`config.mk`:
```
export PLATFORM = sky130hd
export DESIGN_NAME = correlator_top
export DESIGN_NICKNAME = d
export VERILOG_FILES = /design/src/corr_cfg_pkg.sv /design/src/corr_frame_pkg.sv /design/src/corr_cfg_if.sv /design/src/correlator_top.sv /design/src/frame_sender.sv /design/src/corr_engine.sv /design/src/cmd_regs.sv /design/src/uart_tx.sv /design/src/uart_rx.sv
export SDC_FILE = /design/constraint.sdc
export NUM_CORES = 1
export LEC_CHECK = 0
export BUFFER_PORTS_ARGS = -buffer_cell sky130_fd_sc_hd__buf_2
export CORE_ASPECT_RATIO = 0.8
export CORE_MARGIN = 3
export CORE_UTILIZATION = 45
export CTS_CLUSTER_DIAMETER = 30
export DETAILED_ROUTE_END_ITERATION = 6
export SYNTH_ARGS = -nofsm -noshare
export SYNTH_HDL_FRONTEND = slang
export SYNTH_SLANG_ARGS = --single-unit
```
`constraint.sdc`:
```
create_clock -name intclk -period 7.8 [get_ports intclk]
set_input_delay 0 -clock intclk [delete_from_list [all_inputs] [get_ports intclk]]
set_output_delay 0 -clock intclk [all_outputs]
set_load 0.01 [all_outputs]
```
`src/corr_cfg_pkg.sv`:
```
/*
 * Correlator geometry and command byte encoding.
 * The opcode sits in the top two bits of every command byte.
 * A length field of zero stands for the longest window, 1 << LEN_W samples.
 */
`default_nettype none

package corr_cfg_pkg;

	localparam int NUM_INPUTS    = 4;
	localparam int NUM_LAGS      = 2;
	localparam int NUM_BASELINES = NUM_INPUTS * (NUM_INPUTS - 1) / 2;
	localparam int COUNT_W       = 16;
	localparam int LEN_W         = 6;

	typedef enum logic [1:0] {
		OP_INVERT = 2'd0,
		OP_ENABLE = 2'd1,
		OP_LENGTH = 2'd2,
		OP_START  = 2'd3
	} cmd_op_e;

	// mask view, one bit per channel
	typedef struct packed {
		cmd_op_e               op;
		logic [1:0]            unused;
		logic [NUM_INPUTS-1:0] mask;
	} cmd_mask_t;

	// length view
	typedef struct packed {
		cmd_op_e          op;
		logic [LEN_W-1:0] len;
	} cmd_len_t;

	typedef union packed {
		cmd_mask_t m;
		cmd_len_t  l;
	} cmd_word_u;

endpackage

`default_nettype wire
```
`src/corr_frame_pkg.sv`:
```
/*
 * Output frame layout. Words are COUNT_W wide and go out high byte first.
 * Order is sync, layout, ones, auto (lag-minor), cross, sample count.
 */
`default_nettype none

package corr_frame_pkg;
	import corr_cfg_pkg::*;

	localparam logic [7:0] SYNC_BYTE   = 8'hC5;
	localparam logic [7:0] LAYOUT_BYTE = {4'(NUM_INPUTS - 1), 4'(NUM_LAGS)};

	// word offsets inside the count vector
	localparam int ONES_BASE   = 0;
	localparam int AUTO_BASE   = ONES_BASE + NUM_INPUTS;
	localparam int CROSS_BASE  = AUTO_BASE + NUM_INPUTS * NUM_LAGS;
	localparam int FRAME_WORDS = CROSS_BASE + NUM_BASELINES;
	localparam int FRAME_W     = FRAME_WORDS * COUNT_W;

	localparam int WORD_BYTES    = COUNT_W / 8;
	localparam int SCNT_W        = 16;
	localparam int HDR_BYTES     = 2;
	localparam int PAYLOAD_BYTES = FRAME_WORDS * WORD_BYTES;
	localparam int FRAME_BYTES   = HDR_BYTES + PAYLOAD_BYTES + SCNT_W / 8;

endpackage

`default_nettype wire

```
`src/corr_cfg_if.sv`:
```
/*
 * Configuration path from the command registers to the engine.
 * int_len is already expanded, so it can hold 1 << LEN_W.
 * start is a single-cycle pulse.
 */
`timescale 1ns/10ps
`default_nettype none

interface corr_cfg_if
	import corr_cfg_pkg::*;
();

	logic [NUM_INPUTS-1:0] invert_mask;
	logic [NUM_INPUTS-1:0] enable_mask;
	logic [LEN_W:0]        int_len;
	logic                  start;

	modport regs (
		output invert_mask, enable_mask, int_len, start
	);

	modport engine (
		input invert_mask, enable_mask, int_len, start
	);

endinterface

`default_nettype wire

```
`src/correlator_top.sv`:
```
/*
 * Correlator top level: UART command in, frame of counts out.
 * busy covers the window and the frame transmission. START is ignored while it is high.
 */
`timescale 1ns/10ps
`default_nettype none

module correlator_top
	import corr_frame_pkg::*;
#(
	parameter int BAUD_CYCLES = 8
) (
	input  wire       intclk,
	input  wire       rst_n,
	input  wire       rx,
	input  wire [3:0] line_in,
	input  wire       sample,
	output logic      tx,
	output logic      busy
);

	logic [7:0]         rx_byte;
	logic               rx_valid;
	logic [FRAME_W-1:0] counts;
	logic [SCNT_W-1:0]  sample_count;
	logic               done;
	logic               integrating;
	logic               sending;
	logic [7:0]         tx_byte;
	logic               tx_load;
	logic               tx_busy;

	corr_cfg_if u_cfg ();

	uart_rx #(.BAUD_CYCLES(BAUD_CYCLES)) u_rx (
		.intclk, .rst_n, .rx, .rx_byte, .rx_valid
	);

	cmd_regs u_regs (
		.intclk, .rst_n, .rx_byte, .rx_valid, .busy, .cfg(u_cfg.regs)
	);

	corr_engine u_engine (
		.intclk, .rst_n, .line_in, .sample, .cfg(u_cfg.engine),
		.counts, .sample_count, .integrating, .done
	);

	frame_sender u_sender (
		.intclk, .rst_n, .counts, .sample_count, .done, .tx_busy,
		.tx_byte, .tx_load, .sending
	);

	uart_tx #(.BAUD_CYCLES(BAUD_CYCLES)) u_tx (
		.intclk, .rst_n, .tx_byte, .tx_load, .tx, .tx_busy
	);

	assign busy = integrating | sending;

endmodule

`default_nettype wire

```
`src/frame_sender.sv`:
```
/*
 * Snapshots the counts on done and streams one frame into the UART.
 * A byte is loaded only while tx_busy is low, one load per character.
 * sending drops once the stop bit of the last byte is out.
 */
`timescale 1ns/10ps
`default_nettype none

module frame_sender
	import corr_frame_pkg::*;
(
	input  wire                intclk,
	input  wire                rst_n,
	input  wire [FRAME_W-1:0]  counts,
	input  wire [SCNT_W-1:0]   sample_count,
	input  wire                done,
	input  wire                tx_busy,
	output logic [7:0]         tx_byte,
	output logic               tx_load,
	output logic               sending
);

	localparam int IDX_W = $clog2(FRAME_BYTES + 1);

	logic [FRAME_W-1:0] snap_counts;
	logic [SCNT_W-1:0]  snap_samples;
	logic [IDX_W-1:0]   idx;
	logic [7:0]         next_byte;
	logic               load_now;

	// byte mux over the frame layout
	always_comb begin
		int p;
		int off;
		p   = int'(idx) - HDR_BYTES;
		off = 0;
		if (idx == '0) begin
			next_byte = SYNC_BYTE;
		end else if (idx == IDX_W'(1)) begin
			next_byte = LAYOUT_BYTE;
		end else if (p < PAYLOAD_BYTES) begin
			// high byte of each word first
			off       = (p - p % WORD_BYTES + WORD_BYTES - 1 - p % WORD_BYTES) * 8;
			next_byte = snap_counts[off +: 8];
		end else begin
			off       = (SCNT_W / 8 - 1 - (p - PAYLOAD_BYTES)) * 8;
			next_byte = snap_samples[off +: 8];
		end
	end

	assign load_now = sending && !tx_busy && !tx_load && idx != IDX_W'(FRAME_BYTES);

	always_ff @(posedge intclk) begin
		if (done) begin
			snap_counts  <= counts;
			snap_samples <= sample_count;
		end
		if (load_now)
			tx_byte <= next_byte;
	end

	always_ff @(posedge intclk or negedge rst_n) begin
		if (!rst_n) begin
			sending <= 1'b0;
			tx_load <= 1'b0;
			idx     <= '0;
		end else begin
			tx_load <= load_now;
			if (done) begin
				sending <= 1'b1;
				idx     <= '0;
			end else if (load_now) begin
				idx <= idx + 1'b1;
			end else if (sending && idx == IDX_W'(FRAME_BYTES) && !tx_busy && !tx_load) begin
				sending <= 1'b0;
			end
		end
	end

endmodule

`default_nettype wire

```
`src/corr_engine.sv`:
```
/*
 * 1-bit correlation engine: ones, auto lags 1..NUM_LAGS, zero-lag cross.
 * Counters saturate at all ones and only move on sample strobes while integrating.
 * Counts are undefined after reset until the first start.
 */
`timescale 1ns/10ps
`default_nettype none

module corr_engine
	import corr_cfg_pkg::*;
	import corr_frame_pkg::*;
(
	input  wire                  intclk,
	input  wire                  rst_n,
	input  wire [NUM_INPUTS-1:0] line_in,
	input  wire                  sample,
	corr_cfg_if.engine           cfg,
	output logic [FRAME_W-1:0]   counts,
	output logic [SCNT_W-1:0]    sample_count,
	output logic                 integrating,
	output logic                 done
);

	logic [NUM_INPUTS-1:0] cond;
	logic [NUM_INPUTS-1:0] hist [NUM_LAGS];
	logic [COUNT_W-1:0]    cnt [FRAME_WORDS];
	logic [FRAME_WORDS-1:0] inc;
	logic [SCNT_W-1:0]     sample_next;
	logic [LEN_W:0]        len_q;
	logic                  fin;

	assign cond        = line_in ^ cfg.invert_mask;
	assign sample_next = sample_count + 1'b1;

	always_comb begin
		int k;
		inc = '0;
		for (int c = 0; c < NUM_INPUTS; c++) begin
			inc[ONES_BASE + c] = cfg.enable_mask[c] & cond[c];
			for (int l = 0; l < NUM_LAGS; l++)
				inc[AUTO_BASE + c * NUM_LAGS + l] = cfg.enable_mask[c] & ~(cond[c] ^ hist[l][c]);
		end
		// pairs (0,1) (0,2) ... in frame order
		k = CROSS_BASE;
		for (int a = 0; a < NUM_INPUTS; a++) begin
			for (int b = a + 1; b < NUM_INPUTS; b++) begin
				inc[k] = cfg.enable_mask[a] & cfg.enable_mask[b] & ~(cond[a] ^ cond[b]);
				k++;
			end
		end
	end

	always_ff @(posedge intclk) begin
		if (cfg.start) begin
			for (int w = 0; w < FRAME_WORDS; w++)
				cnt[w] <= '0;
			for (int l = 0; l < NUM_LAGS; l++)
				hist[l] <= '0;
			sample_count <= '0;
			len_q        <= cfg.int_len;
		end else if (integrating && sample) begin
			for (int w = 0; w < FRAME_WORDS; w++)
				if (inc[w] && cnt[w] != '1)
					cnt[w] <= cnt[w] + 1'b1;
			hist[0] <= cond;
			for (int l = 1; l < NUM_LAGS; l++)
				hist[l] <= hist[l-1];
			sample_count <= sample_next;
		end
	end

	// window control, done trails the falling edge of integrating
	always_ff @(posedge intclk or negedge rst_n) begin
		if (!rst_n) begin
			integrating <= 1'b0;
			fin         <= 1'b0;
			done        <= 1'b0;
		end else begin
			done <= fin;
			fin  <= 1'b0;
			if (cfg.start) begin
				integrating <= 1'b1;
			end else if (integrating && sample && sample_next == SCNT_W'(len_q)) begin
				integrating <= 1'b0;
				fin         <= 1'b1;
			end
		end
	end

	for (genvar w = 0; w < FRAME_WORDS; w++) begin : g_pack
		assign counts[w*COUNT_W +: COUNT_W] = cnt[w];
	end

endmodule

`default_nettype wire

```
`src/cmd_regs.sv`:
```
/*
 * Command decoder and configuration registers.
 * Mask and length bytes are always taken, a new length applies at the next start.
 * START is dropped while busy is high.
 */
`timescale 1ns/10ps
`default_nettype none

module cmd_regs
	import corr_cfg_pkg::*;
(
	input  wire        intclk,
	input  wire        rst_n,
	input  wire [7:0]  rx_byte,
	input  wire        rx_valid,
	input  wire        busy,
	corr_cfg_if.regs   cfg
);

	localparam logic [LEN_W:0] LEN_MAX = (LEN_W + 1)'(1 << LEN_W);

	cmd_word_u      cmd;
	logic [LEN_W:0] len_full;

	assign cmd = rx_byte;

	// zero selects the longest window
	assign len_full = (cmd.l.len == '0) ? LEN_MAX : {1'b0, cmd.l.len};

	// --------------------
	// register updates
	// --------------------
	always_ff @(posedge intclk or negedge rst_n) begin
		if (!rst_n) begin
			cfg.invert_mask <= '0;
			cfg.enable_mask <= '1;
			cfg.int_len     <= LEN_MAX;
			cfg.start       <= 1'b0;
		end else begin
			cfg.start <= 1'b0;
			if (rx_valid) begin
				case (cmd.m.op)
					OP_INVERT: cfg.invert_mask <= cmd.m.mask;
					OP_ENABLE: cfg.enable_mask <= cmd.m.mask;
					OP_LENGTH: cfg.int_len     <= len_full;
					OP_START:  cfg.start       <= ~busy;
					default: ;
				endcase
			end
		end
	end

endmodule

`default_nettype wire

```
`src/uart_tx.sv`:
```
/*
 * 8N1 transmitter, BAUD_CYCLES clocks per bit (at least 2).
 * tx_load is taken only while tx_busy is low.
 * tx_busy rises the cycle after the load and falls at the end of the stop bit.
 */
`timescale 1ns/10ps
`default_nettype none

module uart_tx #(
	parameter int BAUD_CYCLES = 8
) (
	input  wire       intclk,
	input  wire       rst_n,
	input  wire [7:0] tx_byte,
	input  wire       tx_load,
	output logic      tx,
	output logic      tx_busy
);

	localparam int CNT_W = $clog2(BAUD_CYCLES);

	logic [9:0]       shreg;
	logic [CNT_W-1:0] cnt;
	logic [3:0]       bit_idx;

	always_ff @(posedge intclk or negedge rst_n) begin
		if (!rst_n) begin
			shreg   <= '1;
			cnt     <= '0;
			bit_idx <= '0;
			tx_busy <= 1'b0;
		end else if (!tx_busy) begin
			if (tx_load) begin
				// stop, data, start
				shreg   <= {1'b1, tx_byte, 1'b0};
				cnt     <= '0;
				bit_idx <= '0;
				tx_busy <= 1'b1;
			end
		end else if (cnt == CNT_W'(BAUD_CYCLES - 1)) begin
			cnt     <= '0;
			shreg   <= {1'b1, shreg[9:1]};
			bit_idx <= bit_idx + 1'b1;
			if (bit_idx == 4'd9)
				tx_busy <= 1'b0;
		end else begin
			cnt <= cnt + 1'b1;
		end
	end

	// idle line is high since ones shift in behind the frame
	assign tx = shreg[0];

endmodule

`default_nettype wire

```
`src/uart_rx.sv`:
```
/*
 * 8N1 receiver, BAUD_CYCLES clocks per bit (at least 2).
 * rx_byte is valid with rx_valid and holds until the next frame's data.
 * Frames with a low stop bit are dropped silently.
 */
`timescale 1ns/10ps
`default_nettype none

module uart_rx #(
	parameter int BAUD_CYCLES = 8
) (
	input  wire        intclk,
	input  wire        rst_n,
	input  wire        rx,
	output logic [7:0] rx_byte,
	output logic       rx_valid
);

	localparam int CNT_W = $clog2(BAUD_CYCLES);

	localparam logic [1:0] S_IDLE  = 2'd0;
	localparam logic [1:0] S_START = 2'd1;
	localparam logic [1:0] S_DATA  = 2'd2;
	localparam logic [1:0] S_STOP  = 2'd3;

	logic [1:0]       rx_sync;
	logic [1:0]       state;
	logic [CNT_W-1:0] cnt;
	logic [2:0]       bit_idx;
	logic [7:0]       shreg;
	logic             bit_tick;

	assign bit_tick = (cnt == CNT_W'(BAUD_CYCLES - 1));

	always_ff @(posedge intclk or negedge rst_n) begin
		if (!rst_n) begin
			rx_sync  <= 2'b11;
			state    <= S_IDLE;
			cnt      <= '0;
			bit_idx  <= '0;
			rx_valid <= 1'b0;
		end else begin
			rx_sync  <= {rx_sync[0], rx};
			rx_valid <= 1'b0;
			case (state)
				S_IDLE: begin
					cnt <= '0;
					if (!rx_sync[1])
						state <= S_START;
				end
				// recheck the start bit at its middle
				S_START: begin
					if (cnt == CNT_W'(BAUD_CYCLES / 2 - 1)) begin
						cnt     <= '0;
						bit_idx <= '0;
						state   <= rx_sync[1] ? S_IDLE : S_DATA;
					end else begin
						cnt <= cnt + 1'b1;
					end
				end
				S_DATA: begin
					if (bit_tick) begin
						cnt     <= '0;
						bit_idx <= bit_idx + 1'b1;
						if (bit_idx == 3'd7)
							state <= S_STOP;
					end else begin
						cnt <= cnt + 1'b1;
					end
				end
				default: begin
					if (bit_tick) begin
						rx_valid <= rx_sync[1];
						state    <= S_IDLE;
					end else begin
						cnt <= cnt + 1'b1;
					end
				end
			endcase
		end
	end

	// lsb first
	always_ff @(posedge intclk) begin
		if (state == S_DATA && bit_tick)
			shreg <= {rx_sync[1], shreg[7:1]};
	end

	assign rx_byte = shreg;

endmodule

`default_nettype wire

```
==> Yosys cells after proc, flatten, opt, wreduce, memory -nomap -nowiden <==
Memory sizes are Yosys's and may differ from the RTL's.
Cells that the tools add are included.
{ "op_classes": {"add_sub_neg": 31, "n_mul": 0, "div_mod_pow": 0, "order_cmp": 1, "n_eq_ne": 39, "n_shift": 2, "muxes": 140, "bitwise_logic": 76, "reduce_logical": 48} }
{ "ops": {"columns": ["op", "count"], "rows": [
  ["16-bit by 1-bit adder with 16-bit output, second input constant", 19],
  ["16-bit 2-to-1 mux", 18],
  ["16-bit != test, second input constant", 18],
  ["288-bit by 32-bit variable part select with 8-bit output", 1],
  ["1-bit 2-to-1 mux", 92],
  ["16-bit by 32-bit variable part select with 8-bit output", 1],
  ["10-bit 2-to-1 mux", 3],
  ["29-bit by 3-bit adder with 29-bit output, second input constant", 1],
  ["2-bit by 29-bit subtractor with 29-bit output, first input constant", 1],
  ["29-bit by 2-bit subtractor with 29-bit output", 1],
  ["29-bit by 2-bit subtractor with 29-bit output, second input constant", 1],
  ["1-bit logical AND", 27],
  ["1-bit bitwise AND", 25],
  ["3-bit 2-to-1 mux", 8],
  ["1-bit bitwise OR", 21],
  ["4-bit 2-to-1 mux", 5],
  ["16-bit by 7-bit == test with 1-bit output", 1],
  ["8-bit 2-to-1 mux", 2],
  ["1-bit inverter", 15],
  ["1-bit bitwise XOR", 14],
  ["6-bit zero test", 2],
  ["2-bit 2-to-1 mux", 6],
  ["6-bit 2-to-1 mux", 2],
  ["2-bit AND reduction", 5],
  ["31 further kinds", 48]
]} }
{ "totals": {"regBits": 399, "latch_bits": 0, "ram_bits": 296, "rom_bits": 0, "in_bits": 8, "word_cells": 365, "memories": 2} }
{ "memory_table": {"columns": ["memory", "depth", "width", "rd", "rd_ports_with_merged_regs", "write_ports", "line", "rtl"], "rows": [
  ["u_engine.cnt", 18, 16, 18, 0, 18, "corr_engine.sv:26", "logic [COUNT_W-1:0] cnt [FRAME_WORDS];"],
  ["u_engine.hist", 2, 4, 2, 0, 2, "corr_engine.sv:25", "logic [NUM_INPUTS-1:0] hist [NUM_LAGS];"]
]} }

==> Logic depth before layout (Yosys ltp) <==
{ "logic_depth": {"depth_word": 10, "depth_mapped": 20, "ltp_nobuf": 19} }

==> Modules after synthesis <==
From an unflattened synthesis, not the netlist that was laid out.
{ "unflattened": {"hier_cells": 2678, "area_unflattened_um2": 32855.3} }
{ "modules_own_cells": {"columns": ["module", "instances", "cells_each", "area_per_inst_um2", "seq_area_each_um2"], "rows": [
  ["corr_engine", 1, 1543, 16749.8, 9494.1],
  ["frame_sender", 1, 942, 13655.6, 9569.2],
  ["uart_tx", 1, 86, 945.9, 436.7],
  ["uart_rx", 1, 69, 864.6, 518.0],
  ["cmd_regs", 1, 37, 633.1, 406.6],
  ["correlator_top", 1, 1, 6.3, 0.0]
]} }

==> Least setup slack after synthesis <==
Ideal clock, no wire load.
{ "synth_path": {"kind": "register -> register", "startpoint": "reg u_engine.done", "endpoint": "reg u_sender.snap_counts[0], read port of u_engine.cnt, enable pin", "setup_time_ns": 0.674, "arrival_time_ns": 6.560, "path_slack_ns": 0.566, "stages_incl_launch_ff": 1, "n_path_buf": 0, "cell_sequence": "dfrtp_1"} }
{ "synth_rtl": {"columns": ["element", "line", "rtl"], "rows": [
  ["start, declared", "corr_engine.sv:21", "output logic done"],
  ["start signal, assigned", "corr_engine.sv:79", "done <= fin;"],
  ["end, declared", "frame_sender.sv:25", "logic [FRAME_W-1:0] snap_counts;"]
]} }
No word-level cell between the ends.

==> Final worst setup path <==
{ "layout_path": {"startpoint": "reg u_sender.idx[1]", "endpoint": "reg u_sender.tx_byte[1], data pin"} }
{ "layout_via": {"elab_chain_len": 9} }
{ "layout_rtl": {"columns": ["element", "line", "rtl"], "rows": [
  ["start, declared", "frame_sender.sv:27", "logic [IDX_W-1:0] idx;"],
  ["start signal, assigned", "frame_sender.sv:73", "idx <= idx + 1'b1;"],
  ["6-bit by 2-bit subtractor with 7-bit output", "frame_sender.sv:35", "p = int'(idx) - HDR_BYTES;"],
  ["1-bit bitwise AND (no source line)", null, null],
  ["7-bit by 2-bit subtractor with 8-bit output", "frame_sender.sv:43", "off = (p - p % WORD_BYTES + WORD_BYTES - 1 - p % WORD_BYTES) * 8;"],
  ["29-bit by 3-bit adder with 29-bit output", "frame_sender.sv:43", null],
  ["29-bit by 2-bit subtractor with 29-bit output (2 in a row)", "frame_sender.sv:43", null],
  ["288-bit by 32-bit variable part select with 8-bit output", "frame_sender.sv:44", "next_byte = snap_counts[off +: 8];"],
  ["8-bit 2-to-1 mux", "frame_sender.sv:41", "end else if (p < PAYLOAD_BYTES) begin"],
  ["8-bit 2-to-1 mux", "frame_sender.sv:39", "end else if (idx == IDX_W'(1)) begin"],
  ["end signal, assigned", "frame_sender.sv:59", "tx_byte <= next_byte;"],
  ["end, declared", "frame_sender.sv:18", "output logic [7:0] tx_byte,"]
]} }
Parallel ways exist; a longest one is shown, timed or not.
A chain may end at the register's enable or synchronous reset.

==> summary.md <==
| Metric | Value |
|---|---|
| Status | `finished clean` |
| Sequential area share after synthesis | `62.9%` |
| Fin worst setup slack | `approximately 1.5 ns` |
| Fmax | `159 MHz` |
| DRT antenna net count | `0` |
| Final setup violating endpoints | `0` |
| Placer Congestion | `0.911` |
| Combinational power share | `46.5%` |
| Gr ovfl total | `0` |
| Unrepaired setup endpoints after global routing | `no` |
| Synth Net Count | `between 2000 and 3000` |
| Starting Density | `45.7%` |
| Fill cell count | `5970` |
| Worst Reg-to-Reg Cells | `14` |
| Required @ worst endpoint | `a little over 8 ns` |
| Worst R2R Start | `u_sender.idx[1]` |
| PortBufs | `9` |
| WL final | `82.2 mm` |
| Post-synth top area cell | `edfxtp_1` |
| Vias in the first global route | `slightly above 20000` |
| Worst reg2reg endpoint | `u_sender.tx_byte[1]` |
| CP Launch Type | `flop` |
| Die W | `306 um` |
| Flop pwr share | `24.1%` |
| Flop-to-flop setup slack | `1.50 ns` |
| Layout Skew | `0.0339 ns` |
| Die ar. | `0.0754 mm^2` |
| Syn_area_per_cell | `12.0 um^2` |
| Post-synth ARST share | `under 10%` |
| Tcrit/Tclk final | `80.8%` |
| Top cell type's share of synthesized area | `a little under 60%` |
| Worst Tran Pin Value | `1.24 ns` |
| #FFs+latches synth | `694` |
| Cells after synthesis | `roughly 2700` |
| Synth cell count leaders | `edfxtp_1, nor2_1, nand2_1` |
| CP Class | `reg -> reg` |
| Worst-path clk slew | `~0.050 ns` |
| Number of synthesized flops with an enable pin | `623` |
| TritonCTS Sinks | `approximately 700` |
| Initial antenna violation count | `2` |
| Fin. Hold Viols | `0` |
| Setup WS pre-CTS | `1.58 ns` |
| Crit path DAT | `around 6.8 ns` |
| Post-DP HPWL | `55.8 mm` |
| Slew HR | `roughly 17%` |
| Count of cell types in the netlist | `70` |
| Vias/cell | `approximately 5.6` |
| Diode count | `0` |
| Total track usage | `about 22%` |
| WL per Instance | `21.7 um` |
| Netlist Area Pre-Place | `0.0325 mm^2` |
| Sw Pwr | `slightly below 8 mW` |
| Clock share of power | `between 20% and 30%` |
| Total number of vias | `21100` |
| Die Y | `246 um` |
| IO Pins | `10` |
| Sum Neg Setup Slack | `0 ns` |
| Top_reg_cell synth | `edfxtp_1` |
| Hold path startpoint | `u_engine.fin` |
| Leakage | `13.8 nW` |
| P&R area growth vs syn | `16.6%` |
| TritonCTS clock tree | `yes` |
| DRT iter0 DRCs | `2062` |
| CTS Buffer Depth | `3` |
| Share of cells above drive strength 1 | `11.6%` |
| Clk root buf | `clkbuf_16` |
| PD cells | `between 400 and 500 mW/mm^2` |
| # Post-CTS Setup Buffers | `0` |
| Core area | `0.0710 mm^2` |
| # rows | `87` |
| Worst-Skew Late Latency | `roughly 0.71 ns` |
| Switch share | `41.8%` |
| CTS Buf Count | `between 100 and 150` |
| Worst Hold Depth | `0` |
| Final Max Tran Viols | `0` |
| First-pass GRT wire length | `between 100 and 150 mm` |
| Tmin final | `approximately 6.3 ns` |
| H-tree levels | `4` |
| Hold Path Class | `reg -> reg` |
| Critical Path Sink Type | `flop` |
| Nets | `2824` |
| Max-Cap Viols | `0` |
| YS warnings | `0` |
| Router iterations before antenna repair | `6` |
| Post_cts resized | `0` |
| Drt drc | `0` |
| Ranking of synthesized cells by area | `edfxtp_1, nor2_1, xor2_1` |
| Crit path max fanout | `35` |
| Internal power | `approximately 11 mW` |
| Largest net degree at the start of global routing | `159` |
| Worst Hold End | `u_engine.done` |
| Worst VDD drop | `807 uV` |
| Most common cell in the netlist | `edfxtp_1` |
==> stage by stage <==
step | std cells | area, um^2 | power [mW] | util (%) | hold slack [ns]
2_1_floorplan | 2694 | 32500 | 10.6 | - | -0.296
3_3_place_gp | 3551 | 33500 | 12.9 | 47.1 | 0.108
6_report | 3796 | 37800 | 18.6 | 53.3 | 0.344
5_1_grt | 3796 | 37800 | 19.4 | 53.3 | 0.359
3_5_place_dp | 3551 | 33500 | 13.0 | 47.1 | 0.113
4_1_cts | 3796 | 37800 | 18.5 | 53.3 | 0.346
==> routing by layer <==
layer / vias up / wire, um / track usage (%)
li1: 9858 / - / -
met1: 10400 / 38400 / 32.5
met2: 693 / 35300 / 31.5
met3: 148 / 6350 / 5.07
met4: 2 / 2200 / 7.89
met5: - / 7 / 0
==> worst max-delay path by stage <==
stage	start	end	cells after the start	slack, ns
2_1_floorplan	u_engine.done	u_sender.snap_counts[0]	0	0.57
3_3_place_gp	u_sender.idx[1]	u_sender.tx_byte[1]	14	1.75
3_5_place_dp	u_sender.idx[1]	u_sender.tx_byte[1]	14	1.58
4_1_cts	u_sender.idx[1]	u_sender.tx_byte[1]	14	1.53
5_1_grt	u_sender.idx[1]	u_sender.tx_byte[1]	14	1.09
6_report	u_sender.idx[1]	u_sender.tx_byte[1]	14	1.50
==> state kept, by name, summed over array words and instances (netlist names), 4 cells and up <==
register	flops
u_engine.cnt	288
u_tx.bit_idx	4
u_rx.rx_byte	8
u_regs.cfg.enable_mask	4
u_engine.len_q	7
u_engine.sample_count	16
u_sender.snap_samples	16
u_sender.idx	6
u_engine.hist	8
u_regs.cfg.int_len	7
u_sender.snap_counts	288
u_regs.cfg.invert_mask	4
u_tx.shreg	9
u_sender.tx_byte	8
==> repair_timing <==
| item | 4_1_cts | 5_1_grt |
|---|---|---|
| hold buffers | 9 | 0 |
| hold endpoints to repair | 65 | 0 |
| setup endpoints to repair | 0 | 0 |
==> cells by family (layout without fill, tap and decap cells) <==
kind of cell	count (synthesis)	after routing	synth area share, %
AOI/OAI and AO/OA	267	267	5.45
xor gates and xnor gates	319	319	8.61
adders and majority gates	57	57	2.22
buffers and inverters	160	328	1.93
DFF	694	694	62.9
muxes	88	88	3.16
and+or+nand+nor	1109	1109	15.7
==> layout by cell type (no fill, tap or decap), types with 20 or more instances in the layout <==
master       n
mux2i_1     44
dfrtp_1     36
a21oi_1     50
xnor2_1    142
nor2_1     455
and2_1      22
clkbuf_16  132
inv_1       53
nor2b_1     30
nand2_1    227
a211oi_1    45
and3_1      65
clkinv_2    22
xor2_1     174
mux2_2      35
or2_2       22
ha_1        55
nand2b_1    29
buf_4       20
nor3_1      23
nand4_1     43
a31oi_1     27
o21ai_0     57
edfxtp_1   623
nand3_1    141
==> power by group through the flow <==
stage / combinational (mW) / clock (mW) / sequential [mW]
after CTS: 8.50 / 5.57 / 4.46
after global placement: 8.42 / 0 / 4.52
after detailed placement: 8.48 / 0 / 4.53
final: 8.63 / 5.47 / 4.47
after global routing: 9.17 / 5.75 / 4.48
after floorplan: 6.06 / 0 / 4.54
==> critical path, stage by stage (launching register included) <==
cell      delay, ns
dfrtp_1        0.46
nor2_1         0.37
nand3_1        0.61
ha_4           0.83
o21ai_0        0.23
nand2b_1       0.13
xor2_1         0.15
ha_1           0.28
fa_1           0.50
xor2_1         0.79
nor2_1         0.35
nand3_1        0.28
o21ai_0        0.11
or4_1          0.53
o41ai_1        0.43
==> cell type report <==
type	instances	area (um^2)	area share [%]
Sequential cell	694	20400	54.0
Multi-Input combinational cell	1840	11400	30.2
Clock buffer	150	3390	8.96
Timing Repair Buffer	39	305	0.807
Clock inverter	86	905	2.39
Inverter	53	199	0.526
Tap cell	934	1170	3.09
No activity file was read; power rests on OpenSTA's default activity.
